[src/hw/sdio_cmd_pkg.sv]
// ---------------------------------------------------------------------------
// SD command frame definitions
// Field widths, bit positions and transmitter states of the 48-bit
// command frame sent on the CMD line
// ---------------------------------------------------------------------------
package sdio_cmd_pkg;

   localparam int unsigned CMD_IDX_W   = 6;
   localparam int unsigned CMD_ARG_W   = 32;
   localparam int unsigned CRC7_W      = 7;
   localparam int unsigned FRAME_LEN   = 48;
   localparam int unsigned FRAME_CNT_W = 6;

   // Start, transmission, index and argument bits covered by the CRC
   localparam int unsigned HDR_LEN = CMD_IDX_W + CMD_ARG_W + 2;

   // x^7 + x^3 + 1
   localparam logic [CRC7_W-1:0] CRC7_POLY = 7'h09;

   typedef enum logic [1:0] {
      ST_IDLE,
      ST_SEND,
      ST_DONE
   } cmd_state_e;

endpackage

[src/hw/sdio_clk_pkg.sv]
// ---------------------------------------------------------------------------
// SD card clock definitions
// Speed mode codes and divider limits for the card clock generator,
// all counted in cycles of the 100 MHz system clock
// ---------------------------------------------------------------------------
package sdio_clk_pkg;

   // Width of the speed mode field
   localparam int unsigned SPEED_W = 4;

   // Speed mode codes, any code not listed runs at 50 MHz
   typedef enum logic [SPEED_W-1:0] {
      SPD_ID_200K = 4'd0,
      SPD_DS_25M  = 4'd1,
      SPD_HS_50M  = 4'd2
   } speed_mode_e;

   // System clock cycles per card clock half period
   localparam int unsigned HALF_ID = 250;
   localparam int unsigned HALF_DS = 2;
   localparam int unsigned HALF_HS = 1;

   // Divider counter width, large enough for the 200 kHz limit
   localparam int unsigned DIV_CNT_W = 9;

endpackage
[src/hw/sdio_host_top.sv]
// ---------------------------------------------------------------------------
// SD host clock and command path
// Card clock generator feeding the command transmitter
// ---------------------------------------------------------------------------
`timescale 1ns/1ps

module sdio_host_top
   import sdio_clk_pkg::*, sdio_cmd_pkg::*;
(
   input  logic                 i_clk100M,
   input  logic                 i_rst_n,
   input  speed_mode_e          i_speed_mode,
   input  logic                 i_cmd_start,
   input  logic [CMD_IDX_W-1:0] i_cmd_index,
   input  logic [CMD_ARG_W-1:0] i_cmd_arg,
   output logic                 o_sd_clk,
   output logic                 o_sd_cmd,
   output logic                 o_sd_cmd_oe,
   output logic                 o_cmd_busy,
   output logic                 o_cmd_done
);

   // Card clock falling edge strobe
   logic w_clk_fall;

   sdio_clk_gen clk_gen_i (
      .i_clk100M    (i_clk100M),
      .i_rst_n      (i_rst_n),
      .i_speed_mode (i_speed_mode),
      .o_sd_clk     (o_sd_clk),
      .o_clk_fall   (w_clk_fall)
   );

   // CMD changes on card clock falls, the card samples on rises
   sdio_cmd_tx cmd_tx_i (
      .i_clk100M   (i_clk100M),
      .i_rst_n     (i_rst_n),
      .i_clk_fall  (w_clk_fall),
      .i_cmd_start (i_cmd_start),
      .i_cmd_index (i_cmd_index),
      .i_cmd_arg   (i_cmd_arg),
      .o_sd_cmd    (o_sd_cmd),
      .o_sd_cmd_oe (o_sd_cmd_oe),
      .o_busy      (o_cmd_busy),
      .o_done      (o_cmd_done)
   );

endmodule

[src/hw/sdio_cmd_tx.sv]
// ---------------------------------------------------------------------------
// SD command transmitter
// Sends start, transmission, index, argument, CRC7 and end bits on CMD,
// one bit per card clock falling edge
// ---------------------------------------------------------------------------
`timescale 1ns/1ps

module sdio_cmd_tx
   import sdio_cmd_pkg::*;
(
   input  logic                 i_clk100M,
   input  logic                 i_rst_n,
   input  logic                 i_clk_fall,
   input  logic                 i_cmd_start,
   input  logic [CMD_IDX_W-1:0] i_cmd_index,
   input  logic [CMD_ARG_W-1:0] i_cmd_arg,
   output logic                 o_sd_cmd,
   output logic                 o_sd_cmd_oe,
   output logic                 o_busy,
   output logic                 o_done
);

   cmd_state_e             r_state;
   logic [HDR_LEN-1:0]     r_shift;
   logic [FRAME_CNT_W-1:0] r_bit_cnt;
   logic                   w_start_ok;
   logic                   w_send;
   logic                   w_in_hdr;
   logic [2:0]             w_crc_sel;
   logic [CRC7_W-1:0]      w_crc;
   logic                   w_tx_bit;

   // Starts are only taken while idle, others are dropped
   assign w_start_ok = (r_state == ST_IDLE) & i_cmd_start;
   assign w_send     = (r_state == ST_SEND) & i_clk_fall;
   assign w_in_hdr   = (r_bit_cnt < FRAME_CNT_W'(HDR_LEN));

   // CRC bit 6 goes out first at bit 40, bit 0 last at bit 46
   assign w_crc_sel = 3'(HDR_LEN + CRC7_W - 1 - r_bit_cnt);

   // Next bit on the line: header, then CRC, then end bit
   always_comb
   begin
      if (w_in_hdr)
         w_tx_bit = r_shift[HDR_LEN-1];
      else if (r_bit_cnt < FRAME_CNT_W'(HDR_LEN + CRC7_W))
         w_tx_bit = w_crc[w_crc_sel];
      else
         w_tx_bit = 1'b1;
   end

   // Header bits enter the CRC as they leave on CMD
   sdio_crc7 crc7_i (
      .i_clk100M  (i_clk100M),
      .i_rst_n    (i_rst_n),
      .i_clear    (w_start_ok),
      .i_shift_en (w_send & w_in_hdr),
      .i_bit      (r_shift[HDR_LEN-1]),
      .o_crc      (w_crc)
   );

   // Header shift register, MSB first
   always_ff @(posedge i_clk100M)
   begin
      if (w_start_ok)
         r_shift <= {1'b0, 1'b1, i_cmd_index, i_cmd_arg};
      else if (w_send)
         r_shift <= {r_shift[HDR_LEN-2:0], 1'b0};
   end

   // Frame FSM and line drivers
   always_ff @(posedge i_clk100M or negedge i_rst_n)
   begin
      if (!i_rst_n)
      begin
         r_state     <= ST_IDLE;
         r_bit_cnt   <= '0;
         o_sd_cmd    <= 1'b1;
         o_sd_cmd_oe <= 1'b0;
         o_busy      <= 1'b0;
         o_done      <= 1'b0;
      end
      else
      begin
         o_done <= 1'b0;
         case (r_state)
            ST_IDLE:
            begin
               if (i_cmd_start)
               begin
                  r_bit_cnt <= '0;
                  o_busy    <= 1'b1;
                  r_state   <= ST_SEND;
               end
            end
            ST_SEND:
            begin
               // Drive the first bit on the first fall after the start
               if (i_clk_fall)
               begin
                  o_sd_cmd_oe <= 1'b1;
                  o_sd_cmd    <= w_tx_bit;
                  r_bit_cnt   <= r_bit_cnt + 1'b1;
                  if (r_bit_cnt == FRAME_CNT_W'(FRAME_LEN - 1))
                     r_state <= ST_DONE;
               end
            end
            ST_DONE:
            begin
               // End bit has been sampled, release the line
               if (i_clk_fall)
               begin
                  o_sd_cmd_oe <= 1'b0;
                  o_sd_cmd    <= 1'b1;
                  o_busy      <= 1'b0;
                  o_done      <= 1'b1;
                  r_state     <= ST_IDLE;
               end
            end
            default:
               r_state <= ST_IDLE;
         endcase
      end
   end

endmodule

[src/hw/sdio_crc7.sv]
// ---------------------------------------------------------------------------
// Serial CRC7 generator
// One message bit per enabled cycle, remainder of x^7 + x^3 + 1
// ---------------------------------------------------------------------------
`timescale 1ns/1ps

module sdio_crc7
   import sdio_cmd_pkg::*;
(
   input  logic              i_clk100M,
   input  logic              i_rst_n,
   input  logic              i_clear,
   input  logic              i_shift_en,
   input  logic              i_bit,
   output logic [CRC7_W-1:0] o_crc
);

   logic w_feedback;

   // Incoming bit against the register MSB
   assign w_feedback = i_bit ^ o_crc[CRC7_W-1];

   always_ff @(posedge i_clk100M or negedge i_rst_n)
   begin
      if (!i_rst_n)
      begin
         o_crc <= '0;
      end
      else if (i_clear)
      begin
         o_crc <= '0;
      end
      else if (i_shift_en)
      begin
         // Shift left and fold the polynomial in on feedback
         o_crc <= {o_crc[CRC7_W-2:0], 1'b0} ^ (w_feedback ? CRC7_POLY : '0);
      end
   end

endmodule

[src/hw/sdio_clk_gen.sv]
// ---------------------------------------------------------------------------
// SD card clock generator
// Divides the 100 MHz clock to 200 kHz, 25 MHz or 50 MHz and flags the
// system clock edge on which the card clock falls
// ---------------------------------------------------------------------------
`timescale 1ns/1ps

module sdio_clk_gen
   import sdio_clk_pkg::*;
(
   input  logic        i_clk100M,
   input  logic        i_rst_n,
   input  speed_mode_e i_speed_mode,
   output logic        o_sd_clk,
   output logic        o_clk_fall
);

   speed_mode_e          r_speed_mode;
   logic [DIV_CNT_W-1:0] r_div_cnt;
   logic [DIV_CNT_W-1:0] w_limit;
   logic                 w_wrap;

   // Speed request is sampled once per system clock
   always_ff @(posedge i_clk100M or negedge i_rst_n)
   begin
      if (!i_rst_n)
      begin
         r_speed_mode <= SPD_ID_200K;
      end
      else
      begin
         r_speed_mode <= i_speed_mode;
      end
   end

   // Last count of a half period for the active mode
   always_comb
   begin
      case (r_speed_mode)
         SPD_ID_200K: w_limit = DIV_CNT_W'(HALF_ID - 1);
         SPD_DS_25M:  w_limit = DIV_CNT_W'(HALF_DS - 1);
         SPD_HS_50M:  w_limit = DIV_CNT_W'(HALF_HS - 1);
         // Unknown codes fall back to high speed
         default:     w_limit = DIV_CNT_W'(HALF_HS - 1);
      endcase
   end

   // Compare with >= so a switch to a shorter limit wraps at once
   assign w_wrap = (r_div_cnt >= w_limit);

   // Divider counter and card clock register
   always_ff @(posedge i_clk100M or negedge i_rst_n)
   begin
      if (!i_rst_n)
      begin
         r_div_cnt <= '0;
         o_sd_clk  <= 1'b0;
      end
      else if (w_wrap)
      begin
         r_div_cnt <= '0;
         o_sd_clk  <= ~o_sd_clk;
      end
      else
      begin
         r_div_cnt <= r_div_cnt + 1'b1;
      end
   end

   // High in the cycle whose closing edge takes the card clock low,
   // so a register enabled by it changes together with the pin
   assign o_clk_fall = w_wrap & o_sd_clk;

endmodule

[config.mk]
export PLATFORM = sky130hd
export DESIGN_NAME = sdio_host_top
export DESIGN_NICKNAME = d
export VERILOG_FILES = /design/src/hw/sdio_cmd_pkg.sv /design/src/hw/sdio_clk_pkg.sv /design/src/hw/sdio_host_top.sv /design/src/hw/sdio_cmd_tx.sv /design/src/hw/sdio_crc7.sv /design/src/hw/sdio_clk_gen.sv
export SDC_FILE = /design/constraint.sdc
export NUM_CORES = 1
export LEC_CHECK = 0
export BUFFER_PORTS_ARGS = -buffer_cell sky130_fd_sc_hd__buf_2
export CORE_ASPECT_RATIO = 0.5
export CORE_MARGIN = 3
export CORE_UTILIZATION = 60
export DETAILED_ROUTE_END_ITERATION = 7
export GPL_TIMING_DRIVEN = 0
export PLACE_DENSITY = 0.95
export SLEW_MARGIN = 10
export SYNTH_ARGS = -nofsm -noshare
export SYNTH_HDL_FRONTEND = slang
export SYNTH_SLANG_ARGS = --single-unit
[constraint.sdc]
create_clock -name i_clk100M -period 6.52 [get_ports i_clk100M]
set_input_delay 0.652 -clock i_clk100M [delete_from_list [all_inputs] [get_ports i_clk100M]]
set_output_delay 0.652 -clock i_clk100M [all_outputs]
set_load 0.01 [all_outputs]
# Yosys cells after proc, flatten, opt, wreduce, memory -nomap -nowiden
# Cells that the tools add are included.
[op_classes]
n_addsub = 3
magnitude_cmp = 4
n_eq_ne = 8
n_mux = 28
n_bitwise = 7
reduce_logical = 11
[op_table]
columns = ["cell", "count"]
rows = [
  ["38-bit two-way mux", 2],
  ["8-bit case mux with 2 select lines", 1],
  ["7-bit two-way mux", 2],
  ["6-bit < comparator, second input constant", 2],
  ["6-bit two-way mux", 2],
  ["6-bit case mux with 2 select lines", 1],
  ["2-bit nonzero test", 5],
  ["9-bit by 1-bit adder with 9-bit output, second input constant", 1],
  ["9-bit by 8-bit >= comparator with 1-bit output", 1],
  ["1-bit two-way mux", 9],
  ["9-bit two-way mux", 1],
  ["3-bit AND reduction", 3],
  ["2-bit two-way mux", 4],
  ["7-bit by 4-bit bitwise XOR with 7-bit output", 1],
  ["6-bit by 1-bit adder with 6-bit output, second input constant", 1],
  ["6-bit == test, second input constant", 1],
  ["1-bit case mux with 2 select lines", 3],
  ["2-bit case mux with 3 select lines", 1],
  ["1-bit AND", 4],
  ["4-bit by 1-bit == test with 1-bit output, second input constant", 1],
  ["4-bit zero test", 1],
  ["3-bit by 4-bit < comparator with 1-bit output, second input constant", 1],
  ["4-bit two-way mux", 1],
  ["2-bit by 1-bit inequality test with 1-bit output, second input constant", 2],
  ["9 further kinds", 10],
]
[word_totals]
register_bits = 73
input_bits = 45
output_inout_bits = 5
elab_cells = 73

# Logic depth before layout (Yosys ltp)
[logic_depth]
depth_word = 8
depth_mapped = 10
ltp_nobuf = 8

# Cells and area by module
# Synthesis repeated with hierarchy kept, for this count alone.
[unflattened]
hier_cells = 240
hier_area_um2 = 3337.0
[modules_own_cells]
columns = ["module", "n_inst", "cells_per_inst", "area_per_inst_um2", "seq_area_each_um2"]
rows = [
  ["sdio_cmd_tx", 1, 153, 2354.8, 1482.7],
  ["sdio_clk_gen", 1, 59, 674.4, 350.3],
  ["sdio_crc7", 1, 28, 307.8, 175.2],
]

# Least setup slack after synthesis
# No wires, ideal clock.
[synth_timing]
path_kind = "reg2reg"
from = "register clk_gen_i.r_speed_mode[1]"
to = "register cmd_tx_i.r_shift[0] (enable)"
setup_time_ns = 0.354
arrival_time_ns = 2.250
required_time_ns = 6.166
slack_ns = 3.916
stages_incl_launch_ff = 10
path_buffers = 2
synth_period_minus_slack_ns = 2.604
cell_sequence = "dfrtp_1 > nor3_1 > nand2b_1 > ha_1 > nand3_1 > or3_1 > buf_6 > a21oi_4 > or2_1 > buf_4"
[synth_via]
elab_chain_len = 6
elab_cells_between_ends = 7
cone_classes = "order compare (1); eq/ne (1); mux (1); bitwise (2); reduce/logical (2)"
[synth_rtl]
columns = ["item", "line_no", "source"]
rows = [
  ["from (decl)", "sdio_clk_gen.sv:18", "speed_mode_e r_speed_mode;"],
  ["from (signal assigned)", "sdio_clk_gen.sv:32", "r_speed_mode <= i_speed_mode;"],
  ["4-bit by 1-bit == test with 1-bit output or 4-bit zero test (tied branches)", "sdio_clk_gen.sv:39", "case (r_speed_mode)"],
  ["8-bit case mux with 2 select lines *", "sdio_clk_gen.sv:39", ""],
  ["9-bit by 8-bit >= comparator with 1-bit output *", "sdio_clk_gen.sv:49", "assign w_wrap = (r_div_cnt >= w_limit);"],
  ["1-bit AND *", "sdio_clk_gen.sv:72", "assign o_clk_fall = w_wrap & o_sd_clk;"],
  ["1-bit AND *", "sdio_cmd_tx.sv:35", "assign w_send = (r_state == ST_SEND) & i_clk_fall;"],
  ["2-bit nonzero test (no source line) *", "-", ""],
  ["to (signal assigned)", "sdio_cmd_tx.sv:66", "r_shift <= {1'b0, 1'b1, i_cmd_index, i_cmd_arg};"],
  ["to (signal assigned)", "sdio_cmd_tx.sv:68", "r_shift <= {r_shift[HDR_LEN-2:0], 1'b0};"],
  ["to (decl)", "sdio_cmd_tx.sv:24", "logic [HDR_LEN-1:0] r_shift;"],
]
# Mark *: on every way between the ends. The rest lies on a longest branch, timed or not.
# A chain may end at the register's enable or synchronous reset.

# Worst setup path in the final report
[layout_timing]
from = "register clk_gen_i.r_speed_mode[1]"
to = "register cmd_tx_i.r_shift[8] (enable)"
# Same word-level chain as after synthesis.

==> results.cfg <==
[sta]
fmax_ghz = 0.330
hold_ws_ps = 366
finalCriticalPeriod_ps = 3030
tightest_slew_ps = 740
slew_headroom_pct = 50.7
finClkSkew_ps = 7.30
finalSetupTns_ps = 0
hold_viol = 0
slew_violations = 0
rsz0062_at_grt = false
period_share_pct = 46.5
layout_setup_ws_ps = 3490
setup_violations = 0

[critical_path]
critPathKind = flop to flop
crit_path_start_kind = flop
cp-end-kind = flop
worst-path-max-fanout = 43
r2r_cells = 9
cp.arrival_ps = 3020
cpPeakStageDelay_ps = 440
crit_required_ps = 6510
cp_slowest_cell = buf_4
crit_chain = nor3_1, nand2b_1, ha_1, nand3_1, or3_1, buf_6, a21oi_4, or2_1, buf_4

[drt]
drt_iter0_drc = 180
drc = 0
final_antenna_net_count = 0
first_pass_iters = 5
routed_via_density = 5.56
vias = 2581
avgRoutedWirePerCell_um = 14.8
wirelength_mm = 6.85

[logic_synthesis]
ys_types = 43
yosysWarnings = 0
ys_seq_area_share_pct = 60.2
syn-instance-count = 329
syn_area_um2 = 3330
avgSynthCellArea_um2 = 10.1
synth_fp_nets = 382
ys_ff_latch = 73

[global_route]
antenna_found_initial = 0
grt_max_degree = 44
grt_pass1_wl_mm = 11.4
grt_overflow = 0
grt_use_total_pct = 22.6
grt_pass1_vias = 2503

[power]
max-vdd-ir-drop_mv = 0.232
p_leak_nw = 1.76
pwr_density_cell_nw_per_um2 = 394
p_total_mw = 1.50

[finish]
fin_nets = 442
diodes = 0
area_delta_synth_final_pct = 14.7
fin_area_um2 = 3820
finalNonFillerCells = 464
nFillCells = 346
final_util_pct = 74.5
layout-drive-gt1-share_pct = 18.5

[floorplanning]
fp-row-count = 18
die_height_um = 58.7
num_io_pins = 50
core_um2 = 5130
start_util_pct = 64.9
dieWidth_um = 111
fp.dieArea_um2 = 6540

[placement]
place.gp.congestion = 0.792
dp.cells = 448
io_buffer_count = 49
dp_slack_ps = 3500
dp_hpwl_mm = 4.64
dpl-instance-area_um2 = 3670

[clocking]
cts_tree = built
clock_path_buffers = 2
root_buffer = clkbuf_8
postCtsResizedCells = 0
htreeDepth = 3
clk_latency_ps = 350
postCtsSetupRepairBufs = 0
clock-sinks = 73
clk_pin_slew_worst_paths_ps = 70
numCtsBuffers = 9
holdBufCountCts = 0

[hold_path]
holdCritPathClass = input pin to async pin

[status]
outcome = finished, final reports clean

[job]
maxCapViolCount = 0
power by group:
group | total, mW | internal, mW | switching (mW)
combinational | 0.419 | 0.165 | 0.254
clock | 0.298 | 0.137 | 0.162
sequential | 0.787 | 0.693 | 0.0945
Yosys cell counts (all sizes together):
library cell	instances	area (um2)
xor2	5	43.8
o21ai	10	50.0
dfstp	1	26.3
inv	5	18.8
nor4b	1	8.76
a211oi	3	22.5
o221ai	1	8.76
a21boi	2	15.0
a21oi	8	55.1
a211o	1	8.76
and2	1	6.26
nand3	8	40.0
xnor2	5	43.8
and4	2	17.5
dfxtp	2	40.0
nand2b	4	25.0
a21bo	1	10.0
a31oi	7	50.1
dfrtp	32	801
nor2	16	60.1
a22o	1	8.76
clkbuf	9	33.8
nand4	2	12.5
buf	4	37.5
or2	1	6.26
nand2	133	499
a22oi	2	15.0
a41oi	1	8.76
or3	1	6.26
and3	4	25.0
nor3	2	15.0
edfxtp	38	1140
nor2b	2	12.5
mux2i	5	50.1
o211a	1	10.0
ha	8	100
layout by cell type (no fill, tap or decap), drive strengths merged, types with 3 or more instances in the layout:
cell    Yosys  routed
inv         5       5
clkbuf      9      21
nand3       8       8
a211oi      3       3
a21oi       8       8
o21ai      10      10
nand2     133     133
and3        4       4
nor2       16      16
xnor2       5       5
edfxtp     38      38
mux2i       5       5
clkinv      0       3
dfrtp      32      32
xor2        5       5
nand2b      4       4
a31oi       7       7
buf         4      53
ha          8       8
area by class of cell:
| cell class | instances | area, um2 | share of cell area, % |
|---|---|---|---|
| Sequential cell | 73 | 2010 | 52.5 |
| Multi-Input combinational cell | 238 | 1230 | 32.3 |
| Timing Repair Buffer | 49 | 245 | 6.41 |
| Clock buffer | 12 | 135 | 3.53 |
| Tap cell | 70 | 87.6 | 2.29 |
| Buffer | 13 | 71.3 | 1.87 |
| Clock inverter | 4 | 22.5 | 0.589 |
| Inverter | 5 | 18.8 | 0.491 |
logic make-up (layout without fill, tap and decap cells):
| kind of cell | Yosys count | count (layout) | share of synthesized area (%) |
|---|---|---|---|
| compound gates | 38 | 38 | 7.88 |
| xor+xnor | 10 | 10 | 2.63 |
| fa+ha+maj | 8 | 8 | 3.00 |
| buf+inv | 18 | 83 | 2.70 |
| flops | 73 | 73 | 60.2 |
| mux | 5 | 5 | 1.50 |
| simple gates | 177 | 177 | 22.0 |
registers in the layout, indices dropped and copies added, names as in the netlist:
register / cells
cmd_tx_i.o_sd_cmd: 1
cmd_tx_i.r_state: 2
clk_gen_i.r_div_cnt: 9
cmd_tx_i.o_done: 1
clk_gen_i.r_speed_mode: 4
cmd_tx_i.o_busy: 1
cmd_tx_i.r_bit_cnt: 6
cmd_tx_i.o_sd_cmd_oe: 1
cmd_tx_i.r_shift: 40
cmd_tx_i.crc7_i.o_crc: 7
clk_gen_i.o_sd_clk: 1
layer usage:
metal / part of all wire [%] / global-route usage, % / vias up / wire length [um]
met2: 50 / 38.0 / 100 / 3410
met1: 42 / 27.4 / 1225 / 2850
met5: 0 / 0 / - / 0
met4: 2.4 / 10.6 / 0 / 167
li1: - / - / 1233 / -
met3: 6.2 / 7.29 / 23 / 422
critical path: cells and delay by family, from the launching register on:
kind	cells	cell delay, ps
simple gates	5	1170
buf+inv	2	590
flops	1	370
fa+ha+maj	1	370
compound gates	1	170
path summary, 6_finish.rpt:
path	startpoint	end	slack [ps]
setup / recovery	clk_gen_i.r_speed_mode[1]	cmd_tx_i.r_shift[8]	3490
hold / removal	i_rst_n	clk_gen_i.r_speed_mode[1]	370
setup reg to reg	clk_gen_i.r_speed_mode[1]	cmd_tx_i.r_shift[8]	3490
hold reg to reg	cmd_tx_i.o_busy	cmd_tx_i.o_busy	500
max in group asynchronous	i_rst_n	clk_gen_i.r_div_cnt[6]	5680
min in group i_clk100M	i_speed_mode[3]	clk_gen_i.r_speed_mode[3]	410
No activity file was read; power rests on OpenSTA's default activity.
